### config.mk
export PLATFORM = sky130hd
export DESIGN_NAME = io_subsys
export DESIGN_NICKNAME = d
export VERILOG_FILES = /design/src/io_pkg.sv /design/src/io_bus_if.sv /design/src/io_frc.sv /design/src/io_led.sv /design/src/io_subsys.sv /design/src/io_uart_out.sv
export SDC_FILE = /design/constraint.sdc
export NUM_CORES = 1
export LEC_CHECK = 0
export ABC_CLOCK_PERIOD_IN_PS = 2800
export BUFFER_PORTS_ARGS = -buffer_cell sky130_fd_sc_hd__buf_4
export CORE_MARGIN = 1
export CORE_UTILIZATION = 55
export DETAILED_ROUTE_END_ITERATION = 7
export MAX_ROUTING_LAYER = met4
export PLACE_DENSITY = 0.77
export SYNTH_ARGS = -nofsm -noshare
export SYNTH_HDL_FRONTEND = slang
export SYNTH_SLANG_ARGS = --single-unit
export TNS_END_PERCENT = 10
### constraint.sdc
create_clock -name i_clk -period 2.8 [get_ports i_clk]
set_input_delay 0.56 -clock i_clk [delete_from_list [all_inputs] [get_ports i_clk]]
set_output_delay 0.56 -clock i_clk [all_outputs]
set_load 0.03 [all_outputs]
### src/io_pkg.sv
package io_pkg;

	// cpu i/o bus geometry, word address covers byte address bits 15:2
	localparam int IO_AW = 14;
	localparam int IO_DW = 32;

	// word addresses of the peripheral registers
	localparam logic [IO_AW-1:0] IO_ADR_LED       = 14'h3F00; // rgb led pattern
	localparam logic [IO_AW-1:0] IO_ADR_UART_CHAR = 14'h3F01; // char push, write only
	localparam logic [IO_AW-1:0] IO_ADR_UART_STAT = 14'h3F02; // queue status
	localparam logic [IO_AW-1:0] IO_ADR_FRC_CNT   = 14'h3F10; // counter value
	localparam logic [IO_AW-1:0] IO_ADR_FRC_CMP   = 14'h3F11; // compare value
	localparam logic [IO_AW-1:0] IO_ADR_FRC_CTRL  = 14'h3F12; // control

	// uart status word bits
	localparam int UART_STAT_FULL  = 0;
	localparam int UART_STAT_EMPTY = 1;
	localparam int UART_STAT_OVR   = 2; // sticky, cleared by status read

	// frc control word bits
	localparam int FRC_CTRL_MTIE = 0; // timer interrupt enable

endpackage

### src/io_bus_if.sv
`timescale 1ns/1ps

interface io_bus_if
	import io_pkg::*;
	();

	logic we; // write strobe
	logic [IO_AW-1:0] wadr; // word write address
	logic [IO_DW-1:0] wdata;
	logic [IO_AW-1:0] radr; // word read address
	logic radr_en; // read request, data follows next cycle

	modport host (
		output we,
		output wadr,
		output wdata,
		output radr,
		output radr_en
	);

	modport periph (
		input we,
		input wadr,
		input wdata,
		input radr,
		input radr_en
	);

endinterface

### src/io_frc.sv
`timescale 1ns/1ps

module io_frc
	import io_pkg::*;
	(
	input i_clk,
	input i_rst_n,
	io_bus_if.periph bus,
	input [IO_DW-1:0] i_rdata_in,
	output [IO_DW-1:0] o_rdata,
	output o_frc_int
	);

logic [IO_DW-1:0] cnt; // free running, wraps
logic [IO_DW-1:0] cmp;
logic mtie;
logic [IO_DW-1:0] ctrl_word;
logic [IO_DW-1:0] rd_sel;
logic [IO_DW-1:0] rd_word;
logic wr_cnt;
logic wr_cmp;
logic wr_ctrl;

assign wr_cnt  = bus.we && (bus.wadr == IO_ADR_FRC_CNT);
assign wr_cmp  = bus.we && (bus.wadr == IO_ADR_FRC_CMP);
assign wr_ctrl = bus.we && (bus.wadr == IO_ADR_FRC_CTRL);

always_ff @(posedge i_clk or negedge i_rst_n) begin
	if (!i_rst_n)
		cnt <= '0;
	else if (wr_cnt)
		cnt <= bus.wdata; // software load
	else
		cnt <= cnt + 32'd1;
end

always_ff @(posedge i_clk or negedge i_rst_n) begin
	if (!i_rst_n) begin
		cmp  <= '1; // never matches before software sets it
		mtie <= 1'b0;
	end else begin
		if (wr_cmp)
			cmp <= bus.wdata;
		if (wr_ctrl)
			mtie <= bus.wdata[FRC_CTRL_MTIE];
	end
end

always_comb begin
	ctrl_word = '0;
	ctrl_word[FRC_CTRL_MTIE] = mtie;
end

always_comb begin
	rd_sel = '0;
	if (bus.radr_en) begin
		case (bus.radr)
			IO_ADR_FRC_CNT:  rd_sel = cnt;
			IO_ADR_FRC_CMP:  rd_sel = cmp;
			IO_ADR_FRC_CTRL: rd_sel = ctrl_word;
			default:         rd_sel = '0; // not ours
		endcase
	end
end

always_ff @(posedge i_clk or negedge i_rst_n) begin
	if (!i_rst_n)
		rd_word <= '0;
	else
		rd_word <= rd_sel;
end

assign o_rdata = i_rdata_in | rd_word;

// level interrupt, held until cmp raised, cnt reloaded or mtie cleared
assign o_frc_int = mtie && (cnt >= cmp);

endmodule

### src/io_led.sv
`timescale 1ns/1ps

module io_led
	import io_pkg::*;
	(
	input i_clk,
	input i_rst_n,
	io_bus_if.periph bus,
	input [IO_DW-1:0] i_rdata_in,
	output [IO_DW-1:0] o_rdata,
	output [2:0] o_rgb_led,
	output [2:0] o_rgb_led1,
	output [2:0] o_rgb_led2,
	output [2:0] o_rgb_led3
	);

logic [11:0] led_reg; // 3 bits per led
logic [IO_DW-1:0] rd_word;
logic wr_hit;
logic rd_hit;

assign wr_hit = bus.we && (bus.wadr == IO_ADR_LED);
assign rd_hit = bus.radr_en && (bus.radr == IO_ADR_LED);

always_ff @(posedge i_clk or negedge i_rst_n) begin
	if (!i_rst_n) begin
		led_reg <= 12'd0;
	end else if (wr_hit) begin
		led_reg <= bus.wdata[11:0];
	end
end

// read word only lives for the cycle after the request
always_ff @(posedge i_clk or negedge i_rst_n) begin
	if (!i_rst_n) begin
		rd_word <= '0;
	end else if (rd_hit) begin
		rd_word <= {{(IO_DW-12){1'b0}}, led_reg};
	end else begin
		rd_word <= '0;
	end
end

assign o_rdata = i_rdata_in | rd_word; // join the read chain

assign o_rgb_led  = led_reg[2:0];
assign o_rgb_led1 = led_reg[5:3];
assign o_rgb_led2 = led_reg[8:6];
assign o_rgb_led3 = led_reg[11:9];

endmodule

### src/io_subsys.sv
`timescale 1ns/1ps

module io_subsys
	import io_pkg::*;
	#(parameter int UART_FIFO_DEPTH = 4)
	(
	input i_clk,
	input i_rst_n,
	input i_io_we,
	input [IO_AW-1:0] i_io_wadr,
	input [IO_DW-1:0] i_io_wdata,
	input [IO_AW-1:0] i_io_radr,
	input i_io_radr_en,
	output [IO_DW-1:0] o_io_rdata,
	output [2:0] o_rgb_led,
	output [2:0] o_rgb_led1,
	output [2:0] o_rgb_led2,
	output [2:0] o_rgb_led3,
	output [7:0] o_uart_char,
	output o_uart_we,
	input i_uart_full,
	output o_frc_int
	);

// read chain: led -> uart -> frc -> o_io_rdata
logic [IO_DW-1:0] rdata_led;
logic [IO_DW-1:0] rdata_uart;

io_bus_if io_bus ();

// host side of the bus comes straight from the cpu ports
assign io_bus.we      = i_io_we;
assign io_bus.wadr    = i_io_wadr;
assign io_bus.wdata   = i_io_wdata;
assign io_bus.radr    = i_io_radr;
assign io_bus.radr_en = i_io_radr_en;

io_led io_led (
	.i_clk(i_clk),
	.i_rst_n(i_rst_n),
	.bus(io_bus.periph),
	.i_rdata_in({IO_DW{1'b0}}), // head of the chain
	.o_rdata(rdata_led),
	.o_rgb_led(o_rgb_led),
	.o_rgb_led1(o_rgb_led1),
	.o_rgb_led2(o_rgb_led2),
	.o_rgb_led3(o_rgb_led3)
	);

io_uart_out #(.UART_FIFO_DEPTH(UART_FIFO_DEPTH)) io_uart_out (
	.i_clk(i_clk),
	.i_rst_n(i_rst_n),
	.bus(io_bus.periph),
	.i_rdata_in(rdata_led),
	.o_rdata(rdata_uart),
	.o_uart_char(o_uart_char),
	.o_uart_we(o_uart_we),
	.i_uart_full(i_uart_full)
	);

io_frc io_frc (
	.i_clk(i_clk),
	.i_rst_n(i_rst_n),
	.bus(io_bus.periph),
	.i_rdata_in(rdata_uart),
	.o_rdata(o_io_rdata), // end of the chain
	.o_frc_int(o_frc_int)
	);

endmodule

### src/io_uart_out.sv
`timescale 1ns/1ps

module io_uart_out
	import io_pkg::*;
	#(parameter int UART_FIFO_DEPTH = 4)
	(
	input i_clk,
	input i_rst_n,
	io_bus_if.periph bus,
	input [IO_DW-1:0] i_rdata_in,
	output [IO_DW-1:0] o_rdata,
	output [7:0] o_uart_char,
	output o_uart_we,
	input i_uart_full
	);

localparam int PW = $clog2(UART_FIFO_DEPTH);
localparam logic [PW:0] FULL_CNT = (PW+1)'(UART_FIFO_DEPTH);

logic [7:0] fifo_mem [0:UART_FIFO_DEPTH-1];
logic [PW-1:0] wptr;
logic [PW-1:0] rptr;
logic [PW:0] count; // occupancy, one bit wider than the pointers
logic ovr; // sticky overrun
logic full;
logic empty;
logic wr_char;
logic rd_stat;
logic push;
logic pop;
logic [IO_DW-1:0] stat_word;
logic [IO_DW-1:0] rd_word;

assign full    = (count == FULL_CNT);
assign empty   = (count == '0);
assign wr_char = bus.we && (bus.wadr == IO_ADR_UART_CHAR);
assign rd_stat = bus.radr_en && (bus.radr == IO_ADR_UART_STAT);
assign push    = wr_char && !full; // dropped when full
assign pop     = !empty && !i_uart_full; // consumer takes one per cycle

always_ff @(posedge i_clk) begin
	if (push)
		fifo_mem[wptr] <= bus.wdata[7:0];
end

always_ff @(posedge i_clk or negedge i_rst_n) begin
	if (!i_rst_n) begin
		wptr  <= '0;
		rptr  <= '0;
		count <= '0;
	end else begin
		if (push)
			wptr <= wptr + PW'(1);
		if (pop)
			rptr <= rptr + PW'(1);
		count <= count + {{PW{1'b0}}, push} - {{PW{1'b0}}, pop};
	end
end

// a drop in the same cycle as a status read stays visible next time
always_ff @(posedge i_clk or negedge i_rst_n) begin
	if (!i_rst_n)
		ovr <= 1'b0;
	else if (wr_char && full)
		ovr <= 1'b1;
	else if (rd_stat)
		ovr <= 1'b0;
end

always_comb begin
	stat_word = '0;
	stat_word[UART_STAT_FULL]  = full;
	stat_word[UART_STAT_EMPTY] = empty;
	stat_word[UART_STAT_OVR]   = ovr;
end

always_ff @(posedge i_clk or negedge i_rst_n) begin
	if (!i_rst_n)
		rd_word <= '0;
	else
		rd_word <= rd_stat ? stat_word : '0;
end

assign o_rdata     = i_rdata_in | rd_word;
assign o_uart_char = fifo_mem[rptr]; // head of queue
assign o_uart_we   = pop;

endmodule
# ---- Yosys cells after proc, flatten, opt, wreduce, memory -nomap -nowiden
# Memory sizes are Yosys's and may differ from the RTL's.
# Index checks and enable logic that the tools add are counted.
dict set report word_totals {
  register_bits 181
  memories 1
  elab_cells 56
  ram_bits 32
  out_inout_bits 54
}
dict set report classes {
  n_lt_le_gt_ge 1
  n_addsub 5
  mux 9
  bitwise_logic 2
  eq_ne 11
  n_reduce_logical 16
}
# name depth word_bits rd rd_ports_with_merged_regs write_ports line
set memory_table {}
lappend memory_table {io_uart_out.fifo_mem 4 8 1 0 1 io_uart_out.sv:20} ;# logic [7:0] fifo_mem [0:UART_FIFO_DEPTH-1];
# operator n
set op_table {}
lappend op_table {{$eq A14 B14 Y1 const B} 10}
lappend op_table {{$pmux W32 S3} 1}
lappend op_table {{$mux W32} 2}
lappend op_table {{$or A32 B32 Y32} 2}
lappend op_table {{$add A32 B1 Y32 const B} 1}
lappend op_table {{$ge A32 B32 Y1} 1}
lappend op_table {{$mux W12} 1}
lappend op_table {{$logic_and A1 B1 Y1} 11}
lappend op_table {{$add A2 B1 Y2 const B} 2}
lappend op_table {{$mux W1} 4}
lappend op_table {{$add A3 B1 Y3} 1}
lappend op_table {{$eq A3 B3 Y1 const B} 1}
lappend op_table {{$logic_not A1 Y1} 3}
lappend op_table {{$logic_not A3 Y1} 1}
lappend op_table {{$mux W3} 1}
lappend op_table {{$sub A3 B1 Y3} 1}
lappend op_table {{$reduce_bool A2 Y1} 1}

# ---- Longest topological paths before layout
dict set report depth {
  word_depth 5
  mapped_depth 8
  depth_no_buf 8
}

# ---- Cells and area by module
# Synthesis repeated with hierarchy kept, for this count alone.
dict set report unflattened {
  cells_unflattened 744
  hier_area_um2 8620.8
}
# module instances cells_per_inst area_each_um2
set modules_own_cells {}
lappend modules_own_cells {io_frc 1 520 5402.7}
lappend modules_own_cells {io_uart_out 1 131 2021.9}
lappend modules_own_cells {io_led 1 92 1192.4}
lappend modules_own_cells {io_subsys 1 1 3.8}

# ---- Least setup slack after synthesis
# Ideal clock, no wire load.
dict set report synth_path {
  path_type {reg2out}
  startpoint {register io_frc.cmp[14]}
  endpoint {output port o_frc_int}
  slack_ps 213
  t_required_ps 2240
  stages_incl_launch_ff 8
  arrival_ps 2027
  cell_sequence {dfstp_2 > inv_1 > ha_1 > and4_1 > a31o_2 > a221o_1 > a21oi_1 > o21ai_0}
}
dict set report synth_via {
  elab_chain_cells 2
}
# element line
set synth_rtl {}
lappend synth_rtl {{start: declaration} io_frc.sv:15} ;# logic [IO_DW-1:0] cmp;
lappend synth_rtl {{start signal: assignment} io_frc.sv:43} ;# cmp <= bus.wdata;
lappend synth_rtl {{$ge A32 B32 Y1} io_frc.sv:76} ;# assign o_frc_int = mtie && (cnt >= cmp);
lappend synth_rtl {{$logic_and A1 B1 Y1} io_frc.sv:76}
lappend synth_rtl {{end: declaration} io_subsys.sv:22} ;# output o_frc_int
# Every way passes these cells.

# ---- Final worst setup path
dict set report layout_path {
  startpoint {register io_frc.cmp[25]}
  endpoint {output port o_frc_int}
}
# Same word-level chain as after synthesis.

==> flow_summary.ini <==
[timing]
post-route-min-period_ns = 2.88
rsz0062_at_grt = yes
setup_ws_ns = -0.0829
skew_ns = 0.00530
slew_headroom_pct = 60.7
max_freq_ghz = 0.347
drv_slew = 0
setup_viol = 1
fin_hold_ws_ns = 0.0291
hold_viol = 0
finalCritPeriodShare_pct = 103
worstMarginPinSlew_ns = 0.585

[synthesis]
netlist_area_sq_um = 7960
yosys_register_bits = 164
synth-seq-area-share_pct = 54.0
syn-num-nets = 771
synth_cell_type_count = 57
syn_area_per_cell_sq_um = 12.0
syn_inst = 666
synth_warnings = 0

[drt]
avgRoutedWirePerCell_microns = 18.0
drcViolationCount = 0
drt-pass1-iter-count = 5
dr_total_vias = 5479
wirelength_mm = 17.5
detail-route-antenna-nets = 0
drt_first_iter_violations = 321
drt-vias-per-instance = 5.64

[global_route]
grt_max_degree = 59
grt_pass1_vias = 5720
globalRoute.totalOverflow = 0
grt_usage_pct = 25.7
grt_pass1_wl_mm = 28.0
antenna_found_initial = 0

[worst_hold_path]
min_path_type = in2async

[pwr]
ir_drop_mv = 0.399
p_seq_share_pct = 47.2
p_clk_share_pct = 38.9
power.density_nw_per_um2 = 580
p_sw_mw = 1.53
total_power_mw = 5.66
p_int_mw = 4.13
p_sw_share_pct = 27.1
power.leakage_nw = 4.03
p_comb_share_pct = 14.0

[cells_and_area]
nets = 884
final_core_utilization_pct = 69.7
seq_area_sq_um = 4310
num_antenna_cells = 0
final_area_sq_um = 9760
multi_input_area_sq_um = 3390
syn_to_final_growth_pct = 22.5
drive_gt1_share_pct = 39.4
fillers = 1022

[die]
core.rowCount = 43
die_h_microns = 122
num_io_pins = 119
die-area_sq_um = 15000
core_region_area_sq_um = 14000
start_util_pct = 56.9
die_w_microns = 122

[cts]
cts_buffers = 17
cts.htree.levels = 4
cts-root-buf = clkbuf_16
cts_sinks = 164
clk_pin_slew_worst_paths_ns = 0.07
hold_buffers = 0
cts_tree = done
cts_max_path_buffers = 2
clkLatencyLatePin_ns = 0.43

[placed_design]
hpwl_mm = 11.7
placed_area_sq_um = 8920
gp_congestion = 0.867
port_buffers = 118

[critical_path]
worstPathArrival_ns = 2.32
worstPathMaxFanout = 3
critPathLaunchType = flop
reg2regPathDepth = 8
crit_path_end_kind = output pin
critical_path_class = reg2out
critPathRequiredTime_ns = 2.24

[run_status]
status = finished, violations left
violations = negative setup slack

[job]
drv_cap = 0
## final cells by class
| cell class | count | area share (%) |
|---|---|---|
| tap | 180 | 2.31 |
| timing repair buffer | 140 | 11.5 |
| clock inverter | 14 | 1.30 |
| sequential | 164 | 44.1 |
| clock buffer | 18 | 4.40 |
| multi-input combinational | 414 | 34.8 |
| inverter | 42 | 1.62 |
## metrics by stage
step | TNS [ns] | worst slack, ns | cells
final | -0.0829 | -0.0829 | 972
after global routing | -0.199 | -0.199 | 972
after CTS | -0.0756 | -0.0756 | 970
after detailed placement | 0 | 0.128 | 930
after global placement | 0 | 0.194 | 930
after floorplan | 0 | 0.213 | 666
## synth_stat cells, drive strengths merged
| cell | count | share of area (%) |
|---|---|---|
| nand2 | 50 | 2.4 |
| nor4b | 1 | 0.19 |
| a2111oi | 1 | 0.11 |
| a221oi | 1 | 0.11 |
| dfrtp | 100 | 31 |
| or2 | 10 | 0.79 |
| nor4 | 4 | 0.66 |
| nand3 | 13 | 0.82 |
| fa | 1 | 0.25 |
| mux4 | 8 | 2.3 |
| clkbuf | 6 | 0.28 |
| and3 | 13 | 1.0 |
| and4 | 9 | 0.99 |
| mux2 | 48 | 6.8 |
| a31o | 1 | 0.11 |
| or4 | 1 | 0.14 |
| nand4 | 16 | 1.3 |
| and2 | 17 | 1.3 |
| nor3 | 8 | 0.69 |
| edfxtp | 32 | 12 |
| ha | 39 | 6.1 |
| inv | 42 | 2.0 |
| o211ai | 1 | 0.094 |
| a2bb2oi | 1 | 0.11 |
| o2bb2ai | 1 | 0.11 |
| nor2 | 41 | 2.0 |
| xor2 | 21 | 2.3 |
| a22oi | 31 | 3.2 |
| or3 | 5 | 0.47 |
| o2111ai | 1 | 0.11 |
| buf | 40 | 3.6 |
| a222oi | 1 | 0.13 |
| a221o | 2 | 0.25 |
| nand4b | 2 | 0.22 |
| a21oi | 12 | 0.80 |
| a21o | 1 | 0.094 |
| xnor2 | 14 | 1.5 |
| nand2b | 1 | 0.079 |
| nor2b | 1 | 0.079 |
| o21a | 1 | 0.094 |
| nor3b | 1 | 0.24 |
| dfstp | 32 | 11 |
| o21ai | 35 | 2.2 |
## path summary, 6_finish.rpt
path	startpoint	to	slack [ns]
max	io_frc.cmp[25]	o_frc_int	-0.08
min	i_rst_n	io_uart_out.rptr[0]	0.03
max reg2reg	io_uart_out.count[0]	io_uart_out.count[2]	0.68
min reg2reg	io_led.led_reg[6]	io_led.rd_word[6]	0.50
max in group asynchronous	i_rst_n	io_frc.cmp[2]	2.10
min in group i_clk	i_io_wdata[16]	io_frc.cnt[16]	0.34
## what timing repair did
action                     4_1_cts  5_1_grt
cloned                           0        0
setup endpoints to repair        1        1
resized for setup               24       12
setup buffers                    8        2
pin swaps                       14        9
## layer usage
| layer | vias up | track usage (%) | wire [microns] |
|---|---|---|---|
| met5 | - | - | 0 |
| met4 | 0 | 10.1 | 365 |
| met3 | 35 | 5.62 | 810 |
| met2 | 153 | 44.0 | 9270 |
| met1 | 2742 | 29.4 | 7060 |
| li1 | 2549 | - | - |
## logic make-up after synthesis
kind of cell	after synthesis	synth area share (%)
adder cells (fa/ha/maj)	40	6.38
XOR/XNOR	35	3.85
buffers and inverters	88	5.86
multiplexers	56	9.05
flip-flops	164	54.0
AO/OA/AOI/OAI	90	7.49
AND/OR/NAND/NOR	193	13.3
## power by group through the flow
stage	Combinational [mW]	Sequential [mW]	Clock [mW]
floorplan	0.533	2.62	0
global placement	0.740	2.70	0
detailed placement	0.770	2.72	0
CTS	0.779	2.67	2.23
global route	0.863	2.69	2.33
finish	0.790	2.67	2.20
## cell usage in the layout, fill, tap and decap left out, types with 6 or more instances in the layout
cell	count
a21oi_1	9
a22oi_1	27
and2_1	17
and3_1	13
and4_1	7
buf_4	134
clkbuf_16	17
dfrtp_1	99
dfstp_2	32
edfxtp_1	32
ha_1	28
ha_4	11
inv_1	35
inv_2	7
inv_6	6
mux2_2	44
mux4_2	8
nand2_1	50
nand3_1	13
nand4_1	16
nor2_1	39
o21ai_0	28
or2_2	9
xnor2_1	14
xor2_1	21
## worst max-delay path, cell delays in order (launching register included)
cell       delay (ns)
dfstp_2          0.55
inv_1            0.06
ha_1             0.30
a21oi_1          0.12
o21ai_0          0.10
a221o_1          0.34
a2bb2oi_2        0.17
o21ai_2          0.09
buf_6            0.14
(Power assumes the default switching activity.)
